$ cat src/uart_rx_pkg.sv
// Oversampling constants and state types shared by the UART receive blocks, imported per module
`default_nettype none

package uart_rx_pkg;

    // Ticks per bit window, counted in 5 bits
    localparam logic [4:0] OVERSAMPLE = 5'd16;

    // Window tick indexes of the first and last sample
    localparam logic [4:0] SAMPLE_FIRST = 5'd5;
    localparam logic [4:0] SAMPLE_LAST  = 5'd11;

    // Ones needed out of seven samples to call the bit a 1
    localparam logic [2:0] MAJORITY = 3'd4;

    // Payload bits per frame, no parity
    localparam int DATA_BITS = 8;

    // Bit sampler states
    typedef enum logic [1:0] {
        SMP_LOCK = 2'd0,    // idle until a window opens
        SMP_WAIT = 2'd1,    // ticks ahead of the first sample
        SMP_TAKE = 2'd2,    // sampling the middle of the window
        SMP_HOLD = 2'd3     // ticks after the last sample
    } sampler_state_t;

    // Frame sequencer states
    typedef enum logic [2:0] {
        FR_IDLE  = 3'd0,
        FR_START = 3'd1,
        FR_DATA  = 3'd2,
        FR_STOP  = 3'd3,
        FR_PUSH  = 3'd4
    } frame_state_t;

endpackage

`default_nettype wire
$ cat src/rx_links.sv
// Internal links of the receiver, sampler to frame sequencer and frame sequencer to FIFO
`timescale 1ns/1ns
`default_nettype none

// One bit window request and its result
interface rx_bit_if;
    logic bit_start;
    logic bit_done;
    logic bit_value;
    logic bit_stable;

    // Frame side opens windows and reads results
    modport frame (
        output bit_start,
        input  bit_done, bit_value, bit_stable
    );

    // Sampler side answers once per window
    modport sampler (
        input  bit_start,
        output bit_done, bit_value, bit_stable
    );
endinterface

// One received byte with its flags, a single push per frame
interface rx_byte_if
    import uart_rx_pkg::*;
();
    logic                 push;
    logic [DATA_BITS-1:0] data;
    logic                 frame_err;
    logic                 glitch;

    modport frame (output push, data, frame_err, glitch);

    // FIFO takes every push, full or not
    modport fifo (input push, data, frame_err, glitch);
endinterface

`default_nettype wire

$ cat src/uart_rx_top.sv
// Top level of the UART receiver, wires tick, sampler, frame sequencer and FIFO together
`timescale 1ns/1ns
`default_nettype none

module uart_rx_top
    import uart_rx_pkg::*;
#(
    parameter int CLK_PER_TICK = 4,
    parameter int FIFO_DEPTH   = 4,
    parameter int CREDIT_INIT  = 2
) (
    input  logic                 clk,
    input  logic                 reset,
    input  logic                 rxd,
    input  logic                 credit_return,
    output logic                 rx_valid,
    output logic [DATA_BITS-1:0] rx_data,
    output logic                 rx_frame_err,
    output logic                 rx_glitch,
    output logic                 rx_overrun
);

    logic tick;
    logic rxd_sync;

    // Sampler to sequencer, sequencer to FIFO
    rx_bit_if  bit_link ();
    rx_byte_if byte_link ();

    // 16x oversampling tick
    baud_tick_gen #(
        .CLK_PER_TICK(CLK_PER_TICK)
    ) i_baud (
        .clk  (clk),
        .reset(reset),
        .tick (tick)
    );

    rx_bit_sampler i_sampler (
        .clk     (clk),
        .reset   (reset),
        .tick    (tick),
        .rxd_sync(rxd_sync),
        .link    (bit_link.sampler)
    );

    // Owns the line synchronizer
    rx_frame_fsm i_frame (
        .clk     (clk),
        .reset   (reset),
        .rxd     (rxd),
        .rxd_sync(rxd_sync),
        .bits    (bit_link.frame),
        .bytes   (byte_link.frame)
    );

    rx_byte_fifo #(
        .FIFO_DEPTH (FIFO_DEPTH),
        .CREDIT_INIT(CREDIT_INIT)
    ) i_fifo (
        .clk          (clk),
        .reset        (reset),
        .credit_return(credit_return),
        .bytes        (byte_link.fifo),
        .rx_valid     (rx_valid),
        .rx_data      (rx_data),
        .rx_frame_err (rx_frame_err),
        .rx_glitch    (rx_glitch),
        .rx_overrun   (rx_overrun)
    );

endmodule

`default_nettype wire

$ cat src/rx_byte_fifo.sv
// Receive byte FIFO with overrun reporting and credit-gated delivery to the consumer
`timescale 1ns/1ns
`default_nettype none

module rx_byte_fifo
    import uart_rx_pkg::*;
#(
    parameter int FIFO_DEPTH  = 4,
    parameter int CREDIT_INIT = 2
) (
    input  logic                 clk,
    input  logic                 reset,
    input  logic                 credit_return,
    rx_byte_if.fifo              bytes,
    output logic                 rx_valid,
    output logic [DATA_BITS-1:0] rx_data,
    output logic                 rx_frame_err,
    output logic                 rx_glitch,
    output logic                 rx_overrun
);

    // Depth is a power of two, at least 2, so pointers wrap on their own
    localparam int AW = $clog2(FIFO_DEPTH);
    localparam int CW = $clog2(CREDIT_INIT + 2);
    localparam int EW = DATA_BITS + 2;

    // Entry is {frame_err, glitch, data}
    logic [EW-1:0] mem [FIFO_DEPTH];
    logic [AW-1:0] wr_ptr;
    logic [AW-1:0] rd_ptr;
    logic [AW:0]   count;
    logic [CW-1:0] credits;
    logic          full;
    logic          empty;
    logic          wr_en;
    logic          rd_en;

    assign full  = (count == (AW+1)'(FIFO_DEPTH));
    assign empty = (count == '0);
    assign wr_en = bytes.push & ~full;
    // Deliver only with a credit in hand
    assign rd_en = (credits != '0) & ~empty;

    always_ff @(posedge clk or posedge reset) begin
        if (reset) begin
            wr_ptr     <= '0;
            rd_ptr     <= '0;
            count      <= '0;
            credits    <= CW'(CREDIT_INIT);
            rx_valid   <= 1'b0;
            rx_overrun <= 1'b0;
        end else begin
            rx_valid   <= rd_en;
            rx_overrun <= bytes.push & full;
            if (wr_en) wr_ptr <= wr_ptr + 1'b1;
            if (rd_en) rd_ptr <= rd_ptr + 1'b1;
            count <= count + (AW+1)'(wr_en) - (AW+1)'(rd_en);
            // Use and return in one cycle cancel out
            case ({rd_en, credit_return})
                2'b10:   credits <= credits - 1'b1;
                2'b01:   credits <= credits + 1'b1;
                default: ;
            endcase
        end
    end

    // Storage
    always_ff @(posedge clk) begin
        if (wr_en) begin
            mem[wr_ptr] <= {bytes.frame_err, bytes.glitch, bytes.data};
        end
    end

    // Output register, loaded only on a read
    always_ff @(posedge clk) begin
        if (rd_en) begin
            {rx_frame_err, rx_glitch, rx_data} <= mem[rd_ptr];
        end
    end

endmodule

`default_nettype wire

$ cat src/rx_frame_fsm.sv
// Synchronizes the serial line and sequences start, data and stop windows into byte pushes
`timescale 1ns/1ns
`default_nettype none

module rx_frame_fsm
    import uart_rx_pkg::*;
(
    input  logic     clk,
    input  logic     reset,
    input  logic     rxd,
    output logic     rxd_sync,
    rx_bit_if.frame  bits,
    rx_byte_if.frame bytes
);

    localparam int CNT_W = $clog2(DATA_BITS);
    localparam logic [CNT_W-1:0] LAST_BIT = CNT_W'(DATA_BITS - 1);

    frame_state_t state;

    // Line synchronizer and edge detect
    logic rxd_meta;
    logic rxd_prev;
    logic fall;
    logic edge_pend;
    logic start_req;

    // Sequencing
    logic             start_r;
    logic [CNT_W-1:0] bit_cnt;

    // Byte being assembled
    logic [DATA_BITS-1:0] shift_reg;
    logic                 glitch_acc;
    logic                 frame_err_r;

    // Two flops onto clk, line idles high
    always_ff @(posedge clk or posedge reset) begin
        if (reset) begin
            rxd_meta <= 1'b1;
            rxd_sync <= 1'b1;
            rxd_prev <= 1'b1;
        end else begin
            rxd_meta <= rxd;
            rxd_sync <= rxd_meta;
            rxd_prev <= rxd_sync;
        end
    end

    assign fall = rxd_prev & ~rxd_sync;

    // Stop window ends a little after the real stop bit, so a start
    // edge seen while still in FR_STOP is held until the line recovers
    always_ff @(posedge clk or posedge reset) begin
        if (reset) begin
            edge_pend <= 1'b0;
        end else if (state == FR_STOP && fall) begin
            edge_pend <= 1'b1;
        end else if (rxd_sync || state == FR_IDLE || state == FR_PUSH) begin
            edge_pend <= 1'b0;
        end
    end

    assign start_req = fall | edge_pend;

    // Frame sequencing
    always_ff @(posedge clk or posedge reset) begin
        if (reset) begin
            state   <= FR_IDLE;
            start_r <= 1'b0;
            bit_cnt <= '0;
        end else begin
            start_r <= 1'b0;
            case (state)
                // Push cycle already watches for the next start
                FR_IDLE, FR_PUSH: begin
                    if (start_req) begin
                        start_r <= 1'b1;
                        state   <= FR_START;
                    end else begin
                        state <= FR_IDLE;
                    end
                end
                FR_START: begin
                    if (bits.bit_done) begin
                        if (bits.bit_value) begin
                            // False start, line back high mid-window
                            state <= FR_IDLE;
                        end else begin
                            start_r <= 1'b1;
                            bit_cnt <= '0;
                            state   <= FR_DATA;
                        end
                    end
                end
                FR_DATA: begin
                    if (bits.bit_done) begin
                        start_r <= 1'b1;
                        if (bit_cnt == LAST_BIT) begin
                            state <= FR_STOP;
                        end else begin
                            bit_cnt <= bit_cnt + 1'b1;
                        end
                    end
                end
                FR_STOP: begin
                    if (bits.bit_done) begin
                        state <= FR_PUSH;
                    end
                end
                default: state <= FR_IDLE;
            endcase
        end
    end

    // Byte assembly, LSB arrives first
    always_ff @(posedge clk) begin
        if (bits.bit_done) begin
            case (state)
                FR_START: glitch_acc <= ~bits.bit_stable;
                FR_DATA: begin
                    shift_reg  <= {bits.bit_value, shift_reg[DATA_BITS-1:1]};
                    glitch_acc <= glitch_acc | ~bits.bit_stable;
                end
                FR_STOP: begin
                    frame_err_r <= ~bits.bit_value;
                    glitch_acc  <= glitch_acc | ~bits.bit_stable;
                end
                default: ;
            endcase
        end
    end

    assign bits.bit_start  = start_r;
    // One push per good frame, the cycle after the stop window
    assign bytes.push      = (state == FR_PUSH);
    assign bytes.data      = shift_reg;
    assign bytes.frame_err = frame_err_r;
    assign bytes.glitch    = glitch_acc;

endmodule

`default_nettype wire

$ cat src/rx_bit_sampler.sv
// Samples one bit window of the synchronized line, returns majority value and stability flag
`timescale 1ns/1ns
`default_nettype none

module rx_bit_sampler
    import uart_rx_pkg::*;
(
    input  logic      clk,
    input  logic      reset,
    input  logic      tick,
    input  logic      rxd_sync,
    rx_bit_if.sampler link
);

    sampler_state_t state;

    // Ticks seen since the window opened
    logic [4:0] tick_cnt;
    logic [4:0] tick_next;

    // Sample accumulation
    logic [2:0] ones_cnt;
    logic       prev_sample;
    logic       stable_acc;

    // Result registers
    logic       done_r;
    logic       value_r;
    logic       stable_r;

    assign tick_next = tick_cnt + 5'd1;

    // Window sequencing
    always_ff @(posedge clk or posedge reset) begin
        if (reset) begin
            state    <= SMP_LOCK;
            tick_cnt <= '0;
            done_r   <= 1'b0;
        end else begin
            done_r <= 1'b0;
            case (state)
                SMP_LOCK: begin
                    // Also taken back to back with the previous bit_done
                    if (link.bit_start) begin
                        tick_cnt <= '0;
                        state    <= SMP_WAIT;
                    end
                end
                SMP_WAIT: begin
                    if (tick) begin
                        tick_cnt <= tick_next;
                        if (tick_next == SAMPLE_FIRST - 5'd1) begin
                            state <= SMP_TAKE;
                        end
                    end
                end
                SMP_TAKE: begin
                    if (tick) begin
                        tick_cnt <= tick_next;
                        if (tick_next == SAMPLE_LAST) begin
                            state <= SMP_HOLD;
                        end
                    end
                end
                SMP_HOLD: begin
                    // Window closes on the 16th tick
                    if (tick) begin
                        tick_cnt <= tick_next;
                        if (tick_next == OVERSAMPLE) begin
                            done_r <= 1'b1;
                            state  <= SMP_LOCK;
                        end
                    end
                end
                default: state <= SMP_LOCK;
            endcase
        end
    end

    // Sample path
    always_ff @(posedge clk) begin
        if (state == SMP_LOCK && link.bit_start) begin
            ones_cnt   <= '0;
            stable_acc <= 1'b1;
        end else if (state == SMP_TAKE && tick) begin
            ones_cnt    <= ones_cnt + {2'b00, rxd_sync};
            prev_sample <= rxd_sync;
            // First sample has nothing to compare against
            if (tick_next != SAMPLE_FIRST && rxd_sync != prev_sample) begin
                stable_acc <= 1'b0;
            end
        end else if (state == SMP_HOLD && tick && tick_next == OVERSAMPLE) begin
            value_r  <= (ones_cnt >= MAJORITY);
            stable_r <= stable_acc;
        end
    end

    // Results valid with bit_done
    assign link.bit_done   = done_r;
    assign link.bit_value  = value_r;
    assign link.bit_stable = stable_r;

endmodule

`default_nettype wire

$ cat src/baud_tick_gen.sv
// Free-running divider giving the 16x oversampling tick for the receive sampler
`timescale 1ns/1ns
`default_nettype none

module baud_tick_gen #(
    parameter int CLK_PER_TICK = 4
) (
    input  logic clk,
    input  logic reset,
    output logic tick
);

    // Counter must hold CLK_PER_TICK-1, at least one bit wide
    localparam int CNT_W = (CLK_PER_TICK > 1) ? $clog2(CLK_PER_TICK) : 1;
    localparam logic [CNT_W-1:0] RELOAD = CNT_W'(CLK_PER_TICK - 1);

    logic [CNT_W-1:0] count;

    // Down-count, pulse and reload at zero
    always_ff @(posedge clk or posedge reset) begin
        if (reset) begin
            count <= RELOAD;
            tick  <= 1'b0;
        end else begin
            if (count == '0) begin
                count <= RELOAD;
                tick  <= 1'b1;
            end else begin
                count <= count - 1'b1;
                tick  <= 1'b0;
            end
        end
    end

    // One pulse every CLK_PER_TICK clocks

endmodule

`default_nettype wire

$ cat config.mk
export PLATFORM = sky130hd
export DESIGN_NAME = uart_rx_top
export DESIGN_NICKNAME = d
export VERILOG_FILES = /design/src/uart_rx_pkg.sv /design/src/rx_links.sv /design/src/uart_rx_top.sv /design/src/rx_byte_fifo.sv /design/src/rx_frame_fsm.sv /design/src/rx_bit_sampler.sv /design/src/baud_tick_gen.sv
export SDC_FILE = /design/constraint.sdc
export NUM_CORES = 1
export LEC_CHECK = 0
export BUFFER_PORTS_ARGS = -buffer_cell sky130_fd_sc_hd__buf_2
export CELL_PAD_IN_SITES_DETAIL_PLACEMENT = 0
export CELL_PAD_IN_SITES_GLOBAL_PLACEMENT = 2
export CORE_AREA = 2 2 127 129
export DETAILED_ROUTE_END_ITERATION = 16
export DIE_AREA = 0 0 129 131
export PLACE_DENSITY = 0.61
export SYNTH_ARGS = -nofsm -noshare
export SYNTH_HDL_FRONTEND = slang
export SYNTH_HIERARCHICAL = 1
export SYNTH_SLANG_ARGS = --single-unit
$ cat constraint.sdc
create_clock -name clk -period 2.1 [get_ports clk]
set_input_delay 0.42 -clock clk [delete_from_list [all_inputs] [get_ports clk]]
set_output_delay 0.42 -clock clk [all_outputs]
set_load 0.1 [all_outputs]
Word-level counts from Yosys, hierarchy flattened
Memory sizes are Yosys's and may differ from the RTL's. A register that Yosys moved wholly into a read port is not among the register bits. Cells that the tools add are included.

Register bits: 50. Memory bits (writable): 40. Output and inout port bits: 12. Word-level logic and storage cells: 150. Memories kept: 1.

Add/sub/neg operators: 10. Order comparisons: 1. Equal/unequal tests: 30. Muxes and demuxes: 39. Bitwise gates (word level): 13. Reductions and logical operators: 30.

Memories: i_fifo.mem (words 4, bits a word 10, rd ports 1, clocked after Yosys merged registers in 1, write ports 1, RTL line rx_byte_fifo.sv:28) `logic [EW-1:0] mem [FIFO_DEPTH];`.

Operators by type and width (count): 3-bit 2-to-1 mux (8); 2-bit 2-to-1 mux (9); 2-bit inequality test, second input constant (8); 1-bit 2-to-1 mux (13); 2-bit by 1-bit inequality test with 1-bit output, second input constant (6); 3-bit one-hot mux with 4 select lines (1); 2-bit AND reduction (6); 5-bit 2-to-1 mux (2); 5-bit one-hot mux with 2 select lines (1); 2-bit nonzero test (5); 3-bit equality test, second input constant (3); 2-bit one-hot mux with 4 select lines (1); 1-bit inverter (7); 7-bit AND reduction (1); 2-bit by 1-bit adder with 2-bit output, second input constant (3); 3-bit by 1-bit adder with 3-bit output (2); 2-bit equality test, second input constant (3); 3-bit by 2-bit equality test with 1-bit output, second input constant (2); 1-bit logical AND (6); 3-bit logical NOT (2); 3-bit one-hot mux with 2 select lines (1); 5-bit by 1-bit adder with 5-bit output, second input constant (1); 5-bit by 3-bit equality test with 1-bit output, second input constant (1); 5-bit by 4-bit equality test with 1-bit output, second input constant (1); 21 further kinds (30).

Longest topological paths before layout
Word-level depth: 5. Depth in mapped cells: 11.

By module
The synthesis kept the hierarchy.

Modules (own cells, without submodules): rx_byte_fifo (instances 1, cells an instance 108, area each 2337.2 sq um); rx_bit_sampler (instances 1, cells an instance 94, area each 920.9 sq um); rx_frame_fsm (instances 1, cells an instance 64, area each 880.8 sq um); baud_tick_gen (instances 1, cells an instance 9, area each 111.4 sq um).

Least setup slack after synthesis
OpenSTA, ideal clock, no wires.

Kind: flip-flop to flip-flop. From: reg i_frame.state[1]. To: reg i_fifo.count[2]. Library setup time: 0.123 ns. Data arrival time: 2.162 ns. Setup slack: -0.185 ns. Stages on the path, launching flop included: 12. Clock period less this slack: 2.285 ns. Path through: dfrtp_1 -> buf_6 -> nor2_1 -> and2_1 -> a21boi_4 -> inv_1 -> ha_1 -> inv_1 -> ha_1 -> fa_1 -> xnor2_1 -> xnor2_1.

Word-level cells in the longest chain between the ends: 4.

RTL lines: from (decl) (RTL line rx_frame_fsm.sv:19) `frame_state_t state;`; from (signal assigned) (RTL line rx_frame_fsm.sv:69) `state <= FR_IDLE;`; from (signal assigned) (RTL line rx_frame_fsm.sv:79) `state <= FR_START;`; from (signal assigned) (RTL line rx_frame_fsm.sv:81) `state <= FR_IDLE;`; 3-bit equality test (RTL line rx_frame_fsm.sv:136) `assign bytes.push = (state == FR_PUSH);`; net byte_link.push (RTL line rx_links.sv:29) `logic push;`; 1-bit bitwise AND (RTL line rx_byte_fifo.sv:40) `assign wr_en = bytes.push & ~full;`; 3-bit by 1-bit adder with 3-bit output (RTL line rx_byte_fifo.sv:57) `count <= count + (AW+1)'(wr_en) - (AW+1)'(rd_en);`; 3-bit by 1-bit subtractor with 3-bit output (RTL line rx_byte_fifo.sv:57); to (signal assigned) (RTL line rx_byte_fifo.sv:57); to (decl) (RTL line rx_byte_fifo.sv:31) `logic [AW:0] count;`.

The timed path passes the listed nets, and every way through them passes these cells. A chain may end at the register's enable or synchronous reset.

Final worst setup path
Ends and elaborated chain as after synthesis.

==> metrics.yaml <==
setup_viol: 1
grt_first_pass_wirelength_um: 11700
worstSetupStartpointType: "flop"
startpoint: "i_frame/state[1]"
worst_hold_slack_ns: 0.169
reg2reg_to: "i_fifo/count[2]"
tns_ns: -0.0000990
finish.net_count: 343
yosys.area_share.adder_pct: 6.65
drt_wl_total_um: 6860
hp-start: "rxd"
cts_buffer_depth: 2
worst_slew_pin_slew_ns: 0.556
clock_latency_ns: 0.34
final_util_pct: 32.3
synth_compound_area_share_pct: 5.48
cts_tree: "yes"
p_total_mw: 4.70
row_count: 46
die_height_um: 131
area_growth_pct: 18.4
ys_types: 50
synth.mux.area_fraction_pct: 8.01
vias: 2190
ys_top_cells_by_area: "edfxtp_1 (45%), dfrtp_1 (16%), ha_1 (6.2%), mux4_2 (4.2%), dfstp_2 (3.7%)"
start_util_pct: 27.3
slew_viol_final: 0
cp_top_family: "adder cells"
ir_drop_v: 0.000497
violations: "setup timing"
finalCritPeriodShare_pct: 100
ys_seq_area_share_pct: 66.0
syn_area_per_cell_um2: 15.5
r2r-start: "i_frame/state[1]"
hold_path_class: "input port to flop"
cts.reportedPaths.clkPinSlew_ns: 0.07
dieArea_mm2: 0.0169
dp_slack_ns: 0.00312
critPathBufInv: 2
cpMaxStageDelayCell: "dfrtp_1"
cts_buffers: 9
p_per_area_mw_per_mm2: 934
synth_edf_count: 63
ys.warnings.count: 6
place_area_mm2: 0.00469
clock_sinks: 100
synthArstFlopShare_pct: 33.0
arrival_ns: 2.33
fin_cells: 538
fin_crit_ns: 2.10
grt_max_degree: 20
globalplace.congestion: 0.720
cts_max_level: 3
syn_inst: 275
grt.total_usage_pct: 9.31
worstRegToRegCells: 10
crit_fanout: 2
report.final.hold_viol_count: 0
cts_root_buffer: "clkbuf_16"
path_common_cell: "inv_1"
path_cells: "nor2_4, and2_4, a21boi_4, inv_1, ha_1, inv_1, ha_2, fa_2, xnor2_2, xnor2_1"
synth-simple-area-share_pct: 7.95
dr.pass1.iters: 4
path_class: "flop to flop"
critical-path-max-stage-delay_ns: 0.41
synth_area_leader_cell: "edfxtp_1"
syn_nets: 301
holdPathEnd: "i_frame/rxd_meta"
synth-seq-cells: 100
vias_per_cell: 4.07
synth_top_flop_cell: "edfxtp_1"
skew_ns: 0.00652
slew-limit-headroom_pct: 63.0
ant_nets: 0
diodes: 0
grt-ovfl-total: 0
core-area_mm2: 0.0156
die_w_um: 129
antenna_found_initial: 0
rsz0062_at_grt: "yes"
wl_per_cell_um: 12.8
place.detailed.hpwl_um: 4800
max_freq_mhz: 476
max_cap_violations: 0
leakage_nw: 1.98
placedCellCount: 519
final_cell_mix: "edfxtp_1 (63), dfrtp_1 (27), inv_1 (24)"
mostFrequentLayoutCell: "edfxtp_1"
synth_top_area_share_pct: 44.5
reg2reg_slack_ns: -0.0001
synthXorXnorAreaFrac_pct: 2.27
fin_ws_ns: -0.0000990
synth_top_family_by_area: "multiplexers"
drc: 0
hold_depth: 1
nFillCells: 1547
grt_pass1_vias: 2315
drive_above_1_share_pct: 26.7
fin_area_mm2: 0.00503
pin_count: 16
endpoint_kind: "flop"
drt_iter0_drc: 57
status: "finished with violations"
required_ns: 2.33
syn_area_mm2: 0.00425
port-buffer-count: 15
worst max path at each step:
stage | to | slack [ns] | cells after the start
detailed placement | i_fifo/count[2] | 0.003 | 10
floorplan | i_fifo/count[2] | -0.10 | 11
global placement | i_fifo/count[2] | 0.05 | 10
global route | i_fifo/count[2] | -0.11 | 10
CTS | i_fifo/count[2] | 0.002 | 10
finish | i_fifo/count[2] | -0.0001 | 10
layer usage:
layer	vias to the layer above	global-route usage, %	part of all wire (%)
met1	1090	10.7	44
met5	-	0	0
met4	0	4.99	1.9
li1	1070	-	-
met3	10	2.44	2.5
met2	20	15.9	51
timing repair:
action | in CTS | in global routing
endpoints found under the setup margin | 1 | 2
buffers inserted | 1 | 1
pin swaps | 1 | 3
resized for setup | 1 | 5
gates cloned | 0 | 0
hold endpoints to repair | 1 | 0
hold buffers | 1 | 0
Yosys cell counts (all sizes together), types with 2 or more instances:
cell type / instances
mux2: 3
dfstp: 6
mux4: 10
nand2b: 4
nor3b: 5
edfxtp: 63
nor3: 2
nor2: 9
o22ai: 2
mux2i: 7
nor2b: 5
inv: 25
a21oi: 6
dfrtp: 27
a31oi: 2
o21ai: 13
buf: 6
xor2: 4
nand2: 16
and3b: 2
and3: 2
xnor2: 7
ha: 21
nand3: 3
and2: 6
dfxtp: 4
area by class of cell:
class | instances | area, µm² | area share (%)
flip-flops and latches | 100 | 2810 | 55.7
multi-input cells | 143 | 1320 | 26.3
well taps | 216 | 270 | 5.37
repair buffers | 38 | 250 | 4.97
clock buffers | 9 | 225 | 4.48
inverters | 25 | 93.8 | 1.86
clock inverters | 7 | 65.1 | 1.29
where the power goes:
part	internal, mW	switching [mW]
sequential	2.20	0.102
combinational	0.354	0.416
clock	0.838	0.785
total	3.39	1.30
cells by family (layout without fill, tap and decap cells):
group	Yosys count	after routing
and+or+nand+nor	59	59
buffers and inverters	32	79
xor gates and xnor gates	11	11
muxes	20	20
adders and majority gates	22	22
AOI/OAI and AO/OA	31	31
DFF	100	100
registers in the layout, summed over array words and instances, names as in the netlist, 2 cells and up:
register	cells
i_frame/bit_cnt	3
i_frame/bytes.data	8
i_frame/state	3
i_fifo/rd_ptr	2
i_fifo/rx_data	8
i_sampler/ones_cnt	3
i_sampler/tick_cnt	5
i_fifo/mem	40
i_baud/count	2
i_fifo/wr_ptr	2
i_fifo/credits	2
i_sampler/state	2
i_fifo/count	3
(Power assumes the default switching activity.)
